[src/hw/mac_bus_pkg.sv]
// CPU bus timing and address map
`default_nettype none

package mac_bus_pkg;

	// ------------------------------------------------------------------------
	// bus slots, one per clk8 tick
	// ------------------------------------------------------------------------
	typedef enum logic [1:0] {
		slot_video,
		slot_cpu_a,
		slot_io,
		slot_cpu_b
	} bus_slot_t;

	typedef logic [24:0] mem_word_addr_t;  // sdram word address
	typedef logic [15:0] bus_word_t;

	localparam int CLK8_DIV = 4;  // clk32 cycles per clk8 enable

	// address bits 23:21
	localparam logic [2:0] IO_REGION_TAG  = 3'b111;  // autovector / peripherals
	localparam logic [2:0] ROM_REGION_TAG = 3'b010;
	localparam logic [1:0] RAM_REGION_TAG = 2'b00;   // bits 23:22, lower 4 MB
	localparam logic [2:0] INTACK_FC      = 3'b111;

	// ram size masks on the word address
	localparam logic [20:0] RAM_MASK_1MB = 21'h07ffff;
	localparam logic [20:0] RAM_MASK_4MB = 21'h1fffff;

	localparam logic [15:0] RESET_HOLD_TICKS = 16'd65535;  // about 8 ms of clk8

endpackage

`default_nettype wire

[src/hw/mac_media_pkg.sv]
// Download and disk image constants
`default_nettype none

package mac_media_pkg;

	typedef logic [4:0] dio_index_t;

	// ------------------------------------------------------------------------
	// download indices as sent by the menu controller
	// ------------------------------------------------------------------------
	localparam dio_index_t DIO_ROM      = 5'd0;
	localparam dio_index_t DIO_DISK_INT = 5'd1;
	localparam dio_index_t DIO_DISK_EXT = 5'd2;

	// last word address of a complete image
	// 819200 bytes double sided, 409600 bytes single sided
	localparam logic [22:0] DISK_DS_LAST_WORD = 23'd409599;
	localparam logic [22:0] DISK_SS_LAST_WORD = 23'd204799;

	// ------------------------------------------------------------------------
	// placement in sdram
	// ------------------------------------------------------------------------
	// the os rom sits at word 0, the images follow at fixed word offsets
	localparam logic [20:0] DISK_INT_OFFSET = 21'h080000;  // 512k words
	localparam logic [20:0] DISK_EXT_OFFSET = 21'h100000;  // 1M words

	// upper address bits while a download writes
	localparam logic [3:0] DOWNLOAD_BANK_TAG = 4'b0001;

endpackage

`default_nettype wire

[src/hw/bus_slot_timer.sv]
// Bus slot sequencer
`timescale 1ns/1ps
`default_nettype none

module bus_slot_timer (
	input  logic                   clk32,
	input  logic                   rst_n,
	output logic                   clk8_en,
	output mac_bus_pkg::bus_slot_t bus_slot
);
	import mac_bus_pkg::*;

	logic [$clog2(CLK8_DIV)-1:0] div_cnt;

	// ------------------------------------------------------------------------
	// clk32 / CLK8_DIV enable
	// ------------------------------------------------------------------------
	always_ff @(posedge clk32) begin
		if (!rst_n) begin
			div_cnt <= '0;
		end else if (clk8_en) begin
			div_cnt <= '0;
		end else begin
			div_cnt <= div_cnt + 1'b1;
		end
	end

	assign clk8_en = int'(div_cnt) == CLK8_DIV - 1;  // last cycle of the phase

	// video, cpu, io, cpu and round again
	always_ff @(posedge clk32) begin
		if (!rst_n) begin
			bus_slot <= slot_video;
		end else if (clk8_en) begin
			bus_slot <= bus_slot_t'(bus_slot + 2'd1);  // wraps after slot_cpu_b
		end
	end

endmodule

`default_nettype wire

[src/hw/cpu_bus_ack.sv]
// DTACK and VPA generation
`timescale 1ns/1ps
`default_nettype none

module cpu_bus_ack (
	input  logic                   clk32,
	input  logic                   rst_n,
	input  logic                   cpu_as_n,
	input  logic [2:0]             cpu_fc,
	input  logic [23:21]           cpu_addr,
	input  logic                   turbo,
	input  mac_bus_pkg::bus_slot_t bus_slot,
	output logic                   cpu_dtack_n,
	output logic                   cpu_vpa_n
);
	import mac_bus_pkg::*;

	logic io_access;
	logic int_ack;
	logic mem_access;
	logic cpu_slot;
	logic cpu_slot_d;
	logic turbo_dtack_en;
	logic dtack_ready;

	assign io_access  = !cpu_as_n && (cpu_addr == IO_REGION_TAG);
	assign int_ack    = !cpu_as_n && (cpu_fc == INTACK_FC);
	assign mem_access = (cpu_addr == ROM_REGION_TAG) || (cpu_addr[23:22] == RAM_REGION_TAG);
	assign cpu_slot   = (bus_slot == slot_cpu_a) || (bus_slot == slot_cpu_b);

	// ------------------------------------------------------------------------
	// turbo hold-off until the next cpu slot
	// ------------------------------------------------------------------------
	always_ff @(posedge clk32) begin
		if (!rst_n) begin
			cpu_slot_d     <= 1'b0;
			turbo_dtack_en <= 1'b0;
		end else begin
			cpu_slot_d <= cpu_slot;
			if (cpu_as_n) begin
				turbo_dtack_en <= 1'b0;  // cycle over
			end else if (cpu_slot && !cpu_slot_d) begin
				turbo_dtack_en <= 1'b1;
			end
		end
	end

	// non-memory accesses never wait for a slot
	assign dtack_ready = !turbo || turbo_dtack_en || !mem_access;

	assign cpu_vpa_n   = !(io_access || int_ack);
	assign cpu_dtack_n = !(!cpu_as_n && !io_access && !int_ack && dtack_ready);

endmodule

`default_nettype wire

[src/hw/image_loader.sv]
// ROM and disk image loader
`timescale 1ns/1ps
`default_nettype none

module image_loader (
	input  logic                        clk32,
	input  logic                        rst_n,
	input  logic                        dio_download,
	input  mac_media_pkg::dio_index_t   dio_index,
	input  logic [23:0]                 dio_addr,
	input  logic [7:0]                  dio_data,
	input  logic                        dio_wr,
	input  logic [1:0]                  disk_eject,
	input  logic                        clk8_en,
	input  mac_bus_pkg::bus_slot_t      bus_slot,
	output mac_bus_pkg::mem_word_addr_t dl_addr,
	output mac_bus_pkg::bus_word_t      dl_din,
	output logic [1:0]                  dl_ds,
	output logic                        dl_we,
	output logic [1:0]                  disk_inserted,
	output logic [1:0]                  disk_double_sided
);
	import mac_bus_pkg::*;
	import mac_media_pkg::*;

	logic [20:0] word_base;
	logic [20:0] image_word;
	logic        io_slot_end;
	logic        dio_download_d;
	logic        download_end;
	logic [1:0]  disk_done;
	logic [1:0]  disk_ds;
	logic [1:0]  disk_ss;

	// ------------------------------------------------------------------------
	// byte address to sdram word
	// ------------------------------------------------------------------------
	always_comb begin
		case (dio_index)
			DIO_ROM:      word_base = '0;
			DIO_DISK_INT: word_base = DISK_INT_OFFSET;
			default:      word_base = DISK_EXT_OFFSET;
		endcase
	end

	assign image_word = word_base + dio_addr[21:1];

	// payload of the pending write
	always_ff @(posedge clk32) begin
		if (dio_wr) begin
			dl_addr <= {DOWNLOAD_BANK_TAG, image_word};
			dl_din  <= {dio_data, dio_data};      // same byte on both lanes
			dl_ds   <= {~dio_addr[0], dio_addr[0]}; // even byte is the upper lane
		end
	end

	// write waits for the io slot and drops when that slot ends
	assign io_slot_end = clk8_en && (bus_slot == slot_io) && dio_download;

	always_ff @(posedge clk32) begin
		if (!rst_n) begin
			dl_we <= 1'b0;
		end else if (dio_wr) begin
			dl_we <= 1'b1;
		end else if (io_slot_end) begin
			dl_we <= 1'b0;
		end
	end

	// ------------------------------------------------------------------------
	// disk detection from the final size
	// ------------------------------------------------------------------------
	always_ff @(posedge clk32) begin
		if (!rst_n) begin
			dio_download_d <= 1'b0;
		end else begin
			dio_download_d <= dio_download;
		end
	end

	assign download_end = dio_download_d && !dio_download;
	assign disk_done[0] = download_end && (dio_index == DIO_DISK_INT);
	assign disk_done[1] = download_end && (dio_index == DIO_DISK_EXT);

	always_ff @(posedge clk32) begin
		if (!rst_n) begin
			disk_ds <= 2'b00;
			disk_ss <= 2'b00;
		end else begin
			for (int i = 0; i < 2; i++) begin
				if (disk_eject[i]) begin  // eject wins over a finishing download
					disk_ds[i] <= 1'b0;
					disk_ss[i] <= 1'b0;
				end else if (disk_done[i]) begin
					disk_ds[i] <= dio_addr[23:1] == DISK_DS_LAST_WORD;
					disk_ss[i] <= dio_addr[23:1] == DISK_SS_LAST_WORD;
				end
			end
		end
	end

	assign disk_inserted     = disk_ds | disk_ss;  // unknown sizes stay out
	assign disk_double_sided = disk_ds;

endmodule

`default_nettype wire

[src/hw/mac_glue_top.sv]
// System glue top level
`timescale 1ns/1ps
`default_nettype none

module mac_glue_top (
	input  logic                        clk32,
	input  logic                        rst_n,
	input  logic                        status_wr,
	input  logic [7:0]                  status_data,
	input  logic                        dio_download,
	input  mac_media_pkg::dio_index_t   dio_index,
	input  logic [23:0]                 dio_addr,
	input  logic [7:0]                  dio_data,
	input  logic                        dio_wr,
	input  logic [1:0]                  disk_eject,
	input  logic                        cpu_as_n,
	input  logic                        cpu_rw,
	input  logic                        cpu_uds_n,
	input  logic                        cpu_lds_n,
	input  logic [2:0]                  cpu_fc,
	input  logic [23:1]                 cpu_addr,
	input  mac_bus_pkg::bus_word_t      cpu_dout,
	input  mac_bus_pkg::bus_word_t      mem_rdata,
	output mac_bus_pkg::mem_word_addr_t mem_addr,
	output mac_bus_pkg::bus_word_t      mem_din,
	output logic [1:0]                  mem_ds,
	output logic                        mem_we,
	output logic                        mem_oe,
	output mac_bus_pkg::bus_word_t      cpu_rdata,
	output logic                        cpu_dtack_n,
	output logic                        cpu_vpa_n,
	output logic                        cpu_reset_n,
	output logic                        clk8_en,
	output mac_bus_pkg::bus_slot_t      bus_slot,
	output logic [1:0]                  disk_inserted,
	output logic [1:0]                  disk_double_sided,
	output logic                        turbo,
	output logic [1:0]                  cpu_type
);
	import mac_bus_pkg::*;

	logic           ram_4mb;
	logic           reset_request;
	logic           config_changed;
	mem_word_addr_t dl_addr;
	bus_word_t      dl_din;
	logic [1:0]     dl_ds;
	logic           dl_we;

	// ------------------------------------------------------------------------
	// configuration and timing
	// ------------------------------------------------------------------------
	mac_status_regs u_status (
		.clk32(clk32), .rst_n(rst_n), .status_wr(status_wr), .status_data(status_data),
		.ram_4mb(ram_4mb), .turbo(turbo), .reset_request(reset_request),
		.cpu_type(cpu_type), .config_changed(config_changed)
	);

	bus_slot_timer u_timer (
		.clk32(clk32), .rst_n(rst_n), .clk8_en(clk8_en), .bus_slot(bus_slot)
	);

	// ------------------------------------------------------------------------
	// memory path
	// ------------------------------------------------------------------------
	image_loader u_loader (
		.clk32(clk32), .rst_n(rst_n), .dio_download(dio_download), .dio_index(dio_index),
		.dio_addr(dio_addr), .dio_data(dio_data), .dio_wr(dio_wr), .disk_eject(disk_eject),
		.clk8_en(clk8_en), .bus_slot(bus_slot), .dl_addr(dl_addr), .dl_din(dl_din),
		.dl_ds(dl_ds), .dl_we(dl_we), .disk_inserted(disk_inserted),
		.disk_double_sided(disk_double_sided)
	);

	memory_port_mux u_mux (
		.dio_download(dio_download), .bus_slot(bus_slot), .dl_addr(dl_addr),
		.dl_din(dl_din), .dl_ds(dl_ds), .dl_we(dl_we), .cpu_addr(cpu_addr),
		.cpu_as_n(cpu_as_n), .cpu_rw(cpu_rw), .cpu_uds_n(cpu_uds_n), .cpu_lds_n(cpu_lds_n),
		.cpu_dout(cpu_dout), .ram_4mb(ram_4mb), .mem_rdata(mem_rdata), .mem_addr(mem_addr),
		.mem_din(mem_din), .mem_ds(mem_ds), .mem_we(mem_we), .mem_oe(mem_oe),
		.cpu_rdata(cpu_rdata)
	);

	// cpu control lines
	cpu_bus_ack u_ack (
		.clk32(clk32), .rst_n(rst_n), .cpu_as_n(cpu_as_n), .cpu_fc(cpu_fc),
		.cpu_addr(cpu_addr[23:21]), .turbo(turbo), .bus_slot(bus_slot),
		.cpu_dtack_n(cpu_dtack_n), .cpu_vpa_n(cpu_vpa_n)
	);

	reset_sequencer u_reset (
		.clk32(clk32), .rst_n(rst_n), .clk8_en(clk8_en), .reset_request(reset_request),
		.config_changed(config_changed), .dio_download(dio_download),
		.dio_index(dio_index), .cpu_reset_n(cpu_reset_n)
	);

endmodule

`default_nettype wire

[src/hw/mac_status_regs.sv]
// Menu configuration register
`timescale 1ns/1ps
`default_nettype none

module mac_status_regs (
	input  logic       clk32,
	input  logic       rst_n,
	input  logic       status_wr,
	input  logic [7:0] status_data,
	output logic       ram_4mb,
	output logic       turbo,
	output logic       reset_request,
	output logic [1:0] cpu_type,
	output logic       config_changed
);

	logic mem_differs;
	logic cpu_differs;

	// only memory size and cpu type force a restart
	assign mem_differs = status_data[4] != ram_4mb;
	assign cpu_differs = status_data[7:6] != cpu_type;

	always_ff @(posedge clk32) begin
		if (!rst_n) begin
			ram_4mb        <= 1'b0;
			turbo          <= 1'b0;
			reset_request  <= 1'b0;
			cpu_type       <= 2'b00;
			config_changed <= 1'b0;
		end else begin
			config_changed <= status_wr && (mem_differs || cpu_differs);
			if (status_wr) begin
				reset_request <= status_data[0];
				ram_4mb       <= status_data[4];
				turbo         <= status_data[5];
				cpu_type      <= status_data[7:6];
			end
		end
	end

endmodule

`default_nettype wire

[src/hw/memory_port_mux.sv]
// SDRAM port arbitration
`timescale 1ns/1ps
`default_nettype none

module memory_port_mux (
	input  logic                        dio_download,
	input  mac_bus_pkg::bus_slot_t      bus_slot,
	input  mac_bus_pkg::mem_word_addr_t dl_addr,
	input  mac_bus_pkg::bus_word_t      dl_din,
	input  logic [1:0]                  dl_ds,
	input  logic                        dl_we,
	input  logic [23:1]                 cpu_addr,
	input  logic                        cpu_as_n,
	input  logic                        cpu_rw,
	input  logic                        cpu_uds_n,
	input  logic                        cpu_lds_n,
	input  mac_bus_pkg::bus_word_t      cpu_dout,
	input  logic                        ram_4mb,
	input  mac_bus_pkg::bus_word_t      mem_rdata,
	output mac_bus_pkg::mem_word_addr_t mem_addr,
	output mac_bus_pkg::bus_word_t      mem_din,
	output logic [1:0]                  mem_ds,
	output logic                        mem_we,
	output logic                        mem_oe,
	output mac_bus_pkg::bus_word_t      cpu_rdata
);
	import mac_bus_pkg::*;

	logic           download_cycle;
	logic           select_rom;
	logic           select_ram;
	logic [20:0]    ram_mask;
	mem_word_addr_t cpu_mem_addr;

	assign download_cycle = dio_download && (bus_slot == slot_io);

	// ------------------------------------------------------------------------
	// cpu address decode
	// ------------------------------------------------------------------------
	assign select_rom = cpu_addr[23:21] == ROM_REGION_TAG;
	assign select_ram = cpu_addr[23:22] == RAM_REGION_TAG;
	assign ram_mask   = ram_4mb ? RAM_MASK_4MB : RAM_MASK_1MB;

	// rom lives above word 0x200000, ram mirrors inside its size
	assign cpu_mem_addr = select_rom ? {3'b000, 1'b1, cpu_addr[21:1]}
	                                 : {4'b0000, cpu_addr[21:1] & ram_mask};

	always_comb begin
		if (download_cycle) begin
			mem_addr  = dl_addr;
			mem_din   = dl_din;
			mem_ds    = dl_ds;
			mem_we    = dl_we;
			mem_oe    = 1'b0;
			cpu_rdata = 16'hffff;  // keeps the screen dark while loading
		end else begin
			mem_addr  = cpu_mem_addr;
			mem_din   = cpu_dout;
			mem_ds    = {~cpu_uds_n, ~cpu_lds_n};
			mem_we    = !cpu_as_n && !cpu_rw && select_ram;  // rom is read only
			mem_oe    = !cpu_as_n && cpu_rw && (select_rom || select_ram);
			cpu_rdata = mem_rdata;
		end
	end

endmodule

`default_nettype wire

[src/hw/reset_sequencer.sv]
// CPU reset stretcher
`timescale 1ns/1ps
`default_nettype none

module reset_sequencer (
	input  logic                      clk32,
	input  logic                      rst_n,
	input  logic                      clk8_en,
	input  logic                      reset_request,
	input  logic                      config_changed,
	input  logic                      dio_download,
	input  mac_media_pkg::dio_index_t dio_index,
	output logic                      cpu_reset_n
);
	import mac_bus_pkg::*;
	import mac_media_pkg::*;

	logic [$bits(RESET_HOLD_TICKS)-1:0] hold_cnt;
	logic                               change_seen;
	logic                               rom_download;
	logic                               reset_cause;

	// keep the single cycle change pulse until the next clk8 tick
	always_ff @(posedge clk32) begin
		if (!rst_n) begin
			change_seen <= 1'b0;
		end else if (config_changed) begin
			change_seen <= 1'b1;
		end else if (clk8_en) begin
			change_seen <= 1'b0;
		end
	end

	assign rom_download = dio_download && (dio_index == DIO_ROM);  // disks load live
	assign reset_cause  = reset_request || config_changed || change_seen || rom_download;

	always_ff @(posedge clk32) begin
		if (!rst_n) begin
			hold_cnt <= RESET_HOLD_TICKS;
		end else if (clk8_en) begin
			if (reset_cause) begin
				hold_cnt <= RESET_HOLD_TICKS;
			end else if (hold_cnt != '0) begin
				hold_cnt <= hold_cnt - 1'b1;
			end
		end
	end

	assign cpu_reset_n = hold_cnt == '0;

endmodule

`default_nettype wire

[config.mk]
export PLATFORM = sky130hd
export DESIGN_NAME = mac_glue_top
export DESIGN_NICKNAME = d
export VERILOG_FILES = /design/src/hw/mac_bus_pkg.sv /design/src/hw/mac_media_pkg.sv /design/src/hw/bus_slot_timer.sv /design/src/hw/cpu_bus_ack.sv /design/src/hw/image_loader.sv /design/src/hw/mac_glue_top.sv /design/src/hw/mac_status_regs.sv /design/src/hw/memory_port_mux.sv /design/src/hw/reset_sequencer.sv
export SDC_FILE = /design/constraint.sdc
export NUM_CORES = 1
export LEC_CHECK = 0
export ABC_AREA = 1
export ABC_CLOCK_PERIOD_IN_PS = 2100
export BUFFER_PORTS_ARGS = -buffer_cell sky130_fd_sc_hd__buf_2
export CORE_MARGIN = 2
export CORE_UTILIZATION = 47
export DETAILED_ROUTE_END_ITERATION = 8
export PLACE_DENSITY = 0.88
export SLEW_MARGIN = 25
export SYNTH_ARGS = -nofsm -noshare
export SYNTH_HDL_FRONTEND = slang
export SYNTH_HIERARCHICAL = 1
export SYNTH_SLANG_ARGS = --single-unit
export TNS_END_PERCENT = 50
[constraint.sdc]
create_clock -name clk32 -period 2.1 [get_ports clk32]
set_clock_uncertainty 0.1 [all_clocks]
set_input_delay 0.42 -clock clk32 [delete_from_list [all_inputs] [get_ports clk32]]
set_output_delay 0.42 -clock clk32 [all_outputs]
set_load 0.02 [all_outputs]
Word-level counts from Yosys, hierarchy flattened
Index checks and enable logic that the tools add are counted.
- output and inout port bits: 74
- register bits: 74
- equal/unequal tests: 13
- reduce and logical (&&, ||, !) cells: 49
- mux-type cells: 15
- add/subtract/negate cells: 4
- bitwise operators: 6
- operators by type and width (cell ; number):
    two-way mux 16 bit ; 4
    one-hot mux 21 bit (2 select lines) ; 1
    two-way mux 25 bit ; 1
    == test 23 x 18 -> 1 bit, second input constant ; 1
    == test 23 x 19 -> 1 bit, second input constant ; 1
    two-way mux 22 bit ; 1
    adder 21 bit ; 1
    AND 21 bit ; 1
    two-way mux 21 bit ; 1
    logical AND 1 bit ; 18
    logical NOT 16 bit ; 1
    nonzero test 16 bit ; 1
    subtractor 16 x 1 -> 16 bit, second input constant ; 1
    logical NOT 1 bit ; 10
    logical OR 1 bit ; 9
    OR reduction 2 bit ; 4
    == test 3 bit, second input constant ; 2
    two-way mux 1 bit ; 6
    nonzero test 2 bit ; 3
    == test 5 x 1 -> 1 bit, second input constant ; 1
    == test 5 x 2 -> 1 bit, second input constant ; 1
    logical NOT 5 bit ; 1
    adder 2 x 1 -> 2 bit, second input constant ; 2
    == test 2 x 1 -> 1 bit, second input constant ; 2
    other kinds (9) ; 13

Depth between registers and ports, before layout
- depth after elaboration: 7
- depth in mapped cells: 10
- depth with buffers taken out: 10

Modules after synthesis
Netlist, hierarchy kept.
- by module, submodules not included (module ; times used ; area an instance (sq um) ; cells each):
    image_loader ; 1 ; 1470.2 ; 124
    reset_sequencer ; 1 ; 1188.6 ; 199
    memory_port_mux ; 1 ; 703.2 ; 169
    mac_status_regs ; 1 ; 259.0 ; 37
    bus_slot_timer ; 1 ; 156.4 ; 19
    cpu_bus_ack ; 1 ; 116.4 ; 19

Worst setup path before layout
Ideal clock, no wire load.
- path kind: flip-flop to output port
- start point: reg u_timer.bus_slot[0]
- end point: out mem_addr[21]
- cell stages (with the launch flop): 4
- setup slack: 0.240 ns
- arrival: 1.340 ns
- buffers on the path: 1
- path through: dfxtp_1 > nor2_2 > buf_2 > o21ai_0
- cells in the longest elaborated chain, start to end: 3
- RTL lines (element ; RTL line ; source):
    from (decl) ; bus_slot_timer.sv:9 ; output mac_bus_pkg::bus_slot_t bus_slot
    from (signal assigned) ; bus_slot_timer.sv:33 ; bus_slot <= slot_video;
    from (signal assigned) ; bus_slot_timer.sv:35 ; bus_slot <= bus_slot_t'(bus_slot + 2'd1);
    == test 2 bit ; memory_port_mux.sv:35 ; assign download_cycle = dio_download && (bus_slot == slot_io);
    logical AND 1 bit ; memory_port_mux.sv:35 ;
    two-way mux 25 bit ; memory_port_mux.sv:49 ; if (download_cycle) begin
    to (decl) ; mac_glue_top.sv:24 ; output mac_bus_pkg::mem_word_addr_t mem_addr,
Every way passes these cells.

Final worst setup path
- start point: reg u_timer.bus_slot[1]
- end point: out mem_din[14]
- cells in the longest elaborated chain, start to end: 3
- RTL lines (element ; RTL line ; source):
    == test 2 bit ; memory_port_mux.sv:35 ;
    logical AND 1 bit ; memory_port_mux.sv:35 ;
    two-way mux 16 bit ; memory_port_mux.sv:49 ;
    to (decl) ; mac_glue_top.sv:25 ; output mac_bus_pkg::bus_word_t mem_din,
Every way passes these cells.

==> run_results.csv <==
group,metric,value,unit
cts,hold_buffers,0,
global_routing,antenna_found_initial,0,
floorplan,coreArea,8130,um2
power,total_power,3290,uW
global_routing,grt_max_degree,42,
layout,drive_gt1_share,33.2,%
setup_path,required,1.58,ns
timing,worst_slew_pin_slew,0.687,ns
run_status,outcome,"complete, no violations",
timing,min_period,2.04,ns
timing,post-route-period-util,97.2,%
layout,layout_common_cells,"nand2_1 (206), buf_2 (163), nand3_1 (67)",
place,dp.cells,836,
power,switching_share,28.2,%
detailed_routing,drc,0,
detailed_routing,vias_per_cell,5.09,
timing,worst_slack,0.0584,ns
timing,rsz0062_at_grt,"true",
detailed_routing,via_count,4366,
power,power.switching,927,uW
floorplan,start_util,47.9,%
synth,synthCells,567,
power,power_frac_comb,18.5,%
setup_path,arrival,1.52,ns
floorplan,dieArea,9030,um2
layout,syn_to_final_growth,34.5,%
detailed_routing,wl_per_cell,13.8,um
power,p_leak,0.00282,uW
global_routing,grt_pass1_wl,17300,um
setup_path,critPathLaunchType,"flip-flop",
synth,yosysSeqAreaShare,41.9,%
cts,cts_tree,"yes",
timing,setup_viol,0,
global_routing,grt_usage,24.9,%
place,routabilityCongestion,0.908,
cts,clk_pin_slew,0.07,ns
layout,nets,865,
floorplan,die_h,95.0,um
cts,clk_path_buf_depth,2,
layout,fillers,651,
timing,drv_slew,0,
setup_path,rrSetupSlack,0.39,ns
layout,diodes,0,
synth,ys_seq_elements,66,
place,port_buffers,181,
synth,yosysWarnings,6,
detailed_routing,drt_iter0_markers,322,
global_routing,grt-ovfl-total,0,
synth,netlist_area,3890,um2
layout,final_common_cell,"nand2_1",
timing,fmax,490,MHz
cts,numCtsBuffers,9,
detailed_routing,ant_nets,0,
cts,root_buffer,"clkbuf_8",
timing,slew_headroom,54.2,%
synth,yosysUniqueCellTypes,29,
setup_path,path_class,"flip-flop to output pin",
power,power_frac_seq,46.1,%
power,power_density,628,nW/um2
setup_path,crit_fanout,13,
floorplan,num_rows,33,
detailed_routing,dr.pass1.iters,5,
cts,cts_sinks,66,
detailed_routing,wl,11900,um
floorplan,io_pins,188,
power,ir_drop,0.297,mV
place,pre_cts_ws,0.161,ns
setup_path,critPathCaptureType,"output pin",
cts,clock_latency,0.34,ns
hold_path,hp-class,"input port to flip-flop",
layout,instances_no_fill,857,
place,dp_hpwl,8700,um
power,clockPowerShare,35.4,%
global_routing,grt_pass1_vias,3866,
cts,htreeDepth,3,
floorplan,dieWidth,95.0,um
flow_run,maxCapViolCount,0,
power,power.internal,2360,uW
timing,hold_violations,0,
synth,syn_avg_cell_area,6.87,um2
-- worst max-delay path: stages (launching register included) --
cell	delay, ns
dfxtp_4	0.38
nand2_2	0.07
nor2_4	0.17
buf_12	0.14
clkbuf_16	0.15
nand2_1	0.06
nand2_1	0.05
buf_2	0.16
-- per-layer routing --
metal	routed length [um]	vias up	track usage [%]
met5	0	-	0
met4	268	0	11.8
met3	1060	34	6.32
met2	6000	220	44.7
met1	4540	1995	27.3
li1	-	2117	-
-- cell type report --
type	instances	area, um2	area share, %
inverters	67	251	4.80
well taps	105	131	2.51
repair buffers	195	1150	21.9
flip-flops and latches	66	1640	31.2
multi-input cells	408	1850	35.4
clock buffers	9	124	2.37
clock inverters	7	93.8	1.79
-- cells by family after synthesis --
logic type	share of synthesized area, %
buffers and inverters	11.3
flip-flops	41.9
AND/OR/NAND/NOR	41.3
AO/OA/AOI/OAI	3.15
XOR/XNOR	0.900
other	0.193
adder cells (fa/ha/maj)	1.29
-- metrics by stage --
stage	cell area (um2)	util (%)	hold WS [ns]	setup TNS, ns
after global routing	5240	64.4	0.126	-0.146
final	5240	64.4	0.150	0
after floorplan	3900	-	0.321	0
after global placement	4840	59.5	0.331	0
after CTS	5060	62.2	0.137	0
after detailed placement	4840	59.5	0.352	0
-- power by group through the flow --
stage / sequential, uW / clock [uW] / combinational [uW]
after floorplan: 1530 / 0 / 352
after global placement: 1540 / 0 / 557
after detailed placement: 1540 / 0 / 581
after CTS: 1510 / 1190 / 586
after global routing: 1530 / 1250 / 670
final: 1520 / 1160 / 610
-- registers in the layout, indices dropped and copies added (netlist names) --
signal and cells:
u_loader/dl_din 8, u_ack/turbo_dtack_en 1, u_loader/disk_double_sided 2, u_reset/hold_cnt 16, u_reset/change_seen 1, u_timer/div_cnt 2
u_loader/dl_addr 21, u_ack/cpu_slot_d 1, u_loader/dl_we 1, u_loader/disk_ss 2, u_loader/dl_ds 2, u_status/cpu_type 2
u_status/turbo 1, u_timer/bus_slot 2, u_status/ram_4mb 1, u_loader/dio_download_d 1, u_status/config_changed 1, u_status/reset_request 1
-- final timing paths --
path | depth (start not counted) | start | end
setup reg to reg | 9 | u_reset/hold_cnt[1] | u_reset/hold_cnt[14]
hold / removal | 1 | dio_data[3] | u_loader/dl_din[11]
setup / recovery | 7 | u_timer/bus_slot[1] | mem_din[14]
hold reg to reg | 1 | u_timer/div_cnt[0] | u_timer/div_cnt[0]
-- Yosys cell counts --
cell type / number / area [um2]
edfxtp_1: 31 / 931
buf_2: 11 / 55.1
nor2_1: 57 / 214
dfxtp_1: 35 / 701
nor3_1: 2 / 10.0
o21ai_1: 6 / 30.0
buf_4: 12 / 90.1
clkinv_1: 1 / 3.75
nand2_1: 208 / 781
conb_1: 2 / 7.51
a21o_1: 1 / 7.51
nand4_1: 5 / 31.3
inv_2: 3 / 11.3
nand3_1: 67 / 335
xnor2_1: 4 / 35.0
ha_1: 4 / 50.1
o21ai_0: 6 / 30.0
nand3_4: 1 / 17.5
nand2_4: 2 / 22.5
nand2_2: 2 / 12.5
nor2_2: 6 / 37.5
buf_6: 3 / 33.8
clkbuf_1: 1 / 3.75
clkbuf_2: 1 / 5.00
nor2_4: 1 / 11.3
or2_2: 18 / 113
nand3b_1: 3 / 22.5
a21oi_1: 11 / 55.1
inv_1: 63 / 236
-- repair_timing --
| action | in CTS | in global routing |
|---|---|---|
| pin swaps | 0 | 3 |
| gates cloned | 0 | 2 |
| setup buffers | 0 | 3 |
| endpoints found under the setup margin | 26 | 31 |
| resized for setup | 2 | 34 |
No activity file was read; power rests on OpenSTA's default activity.
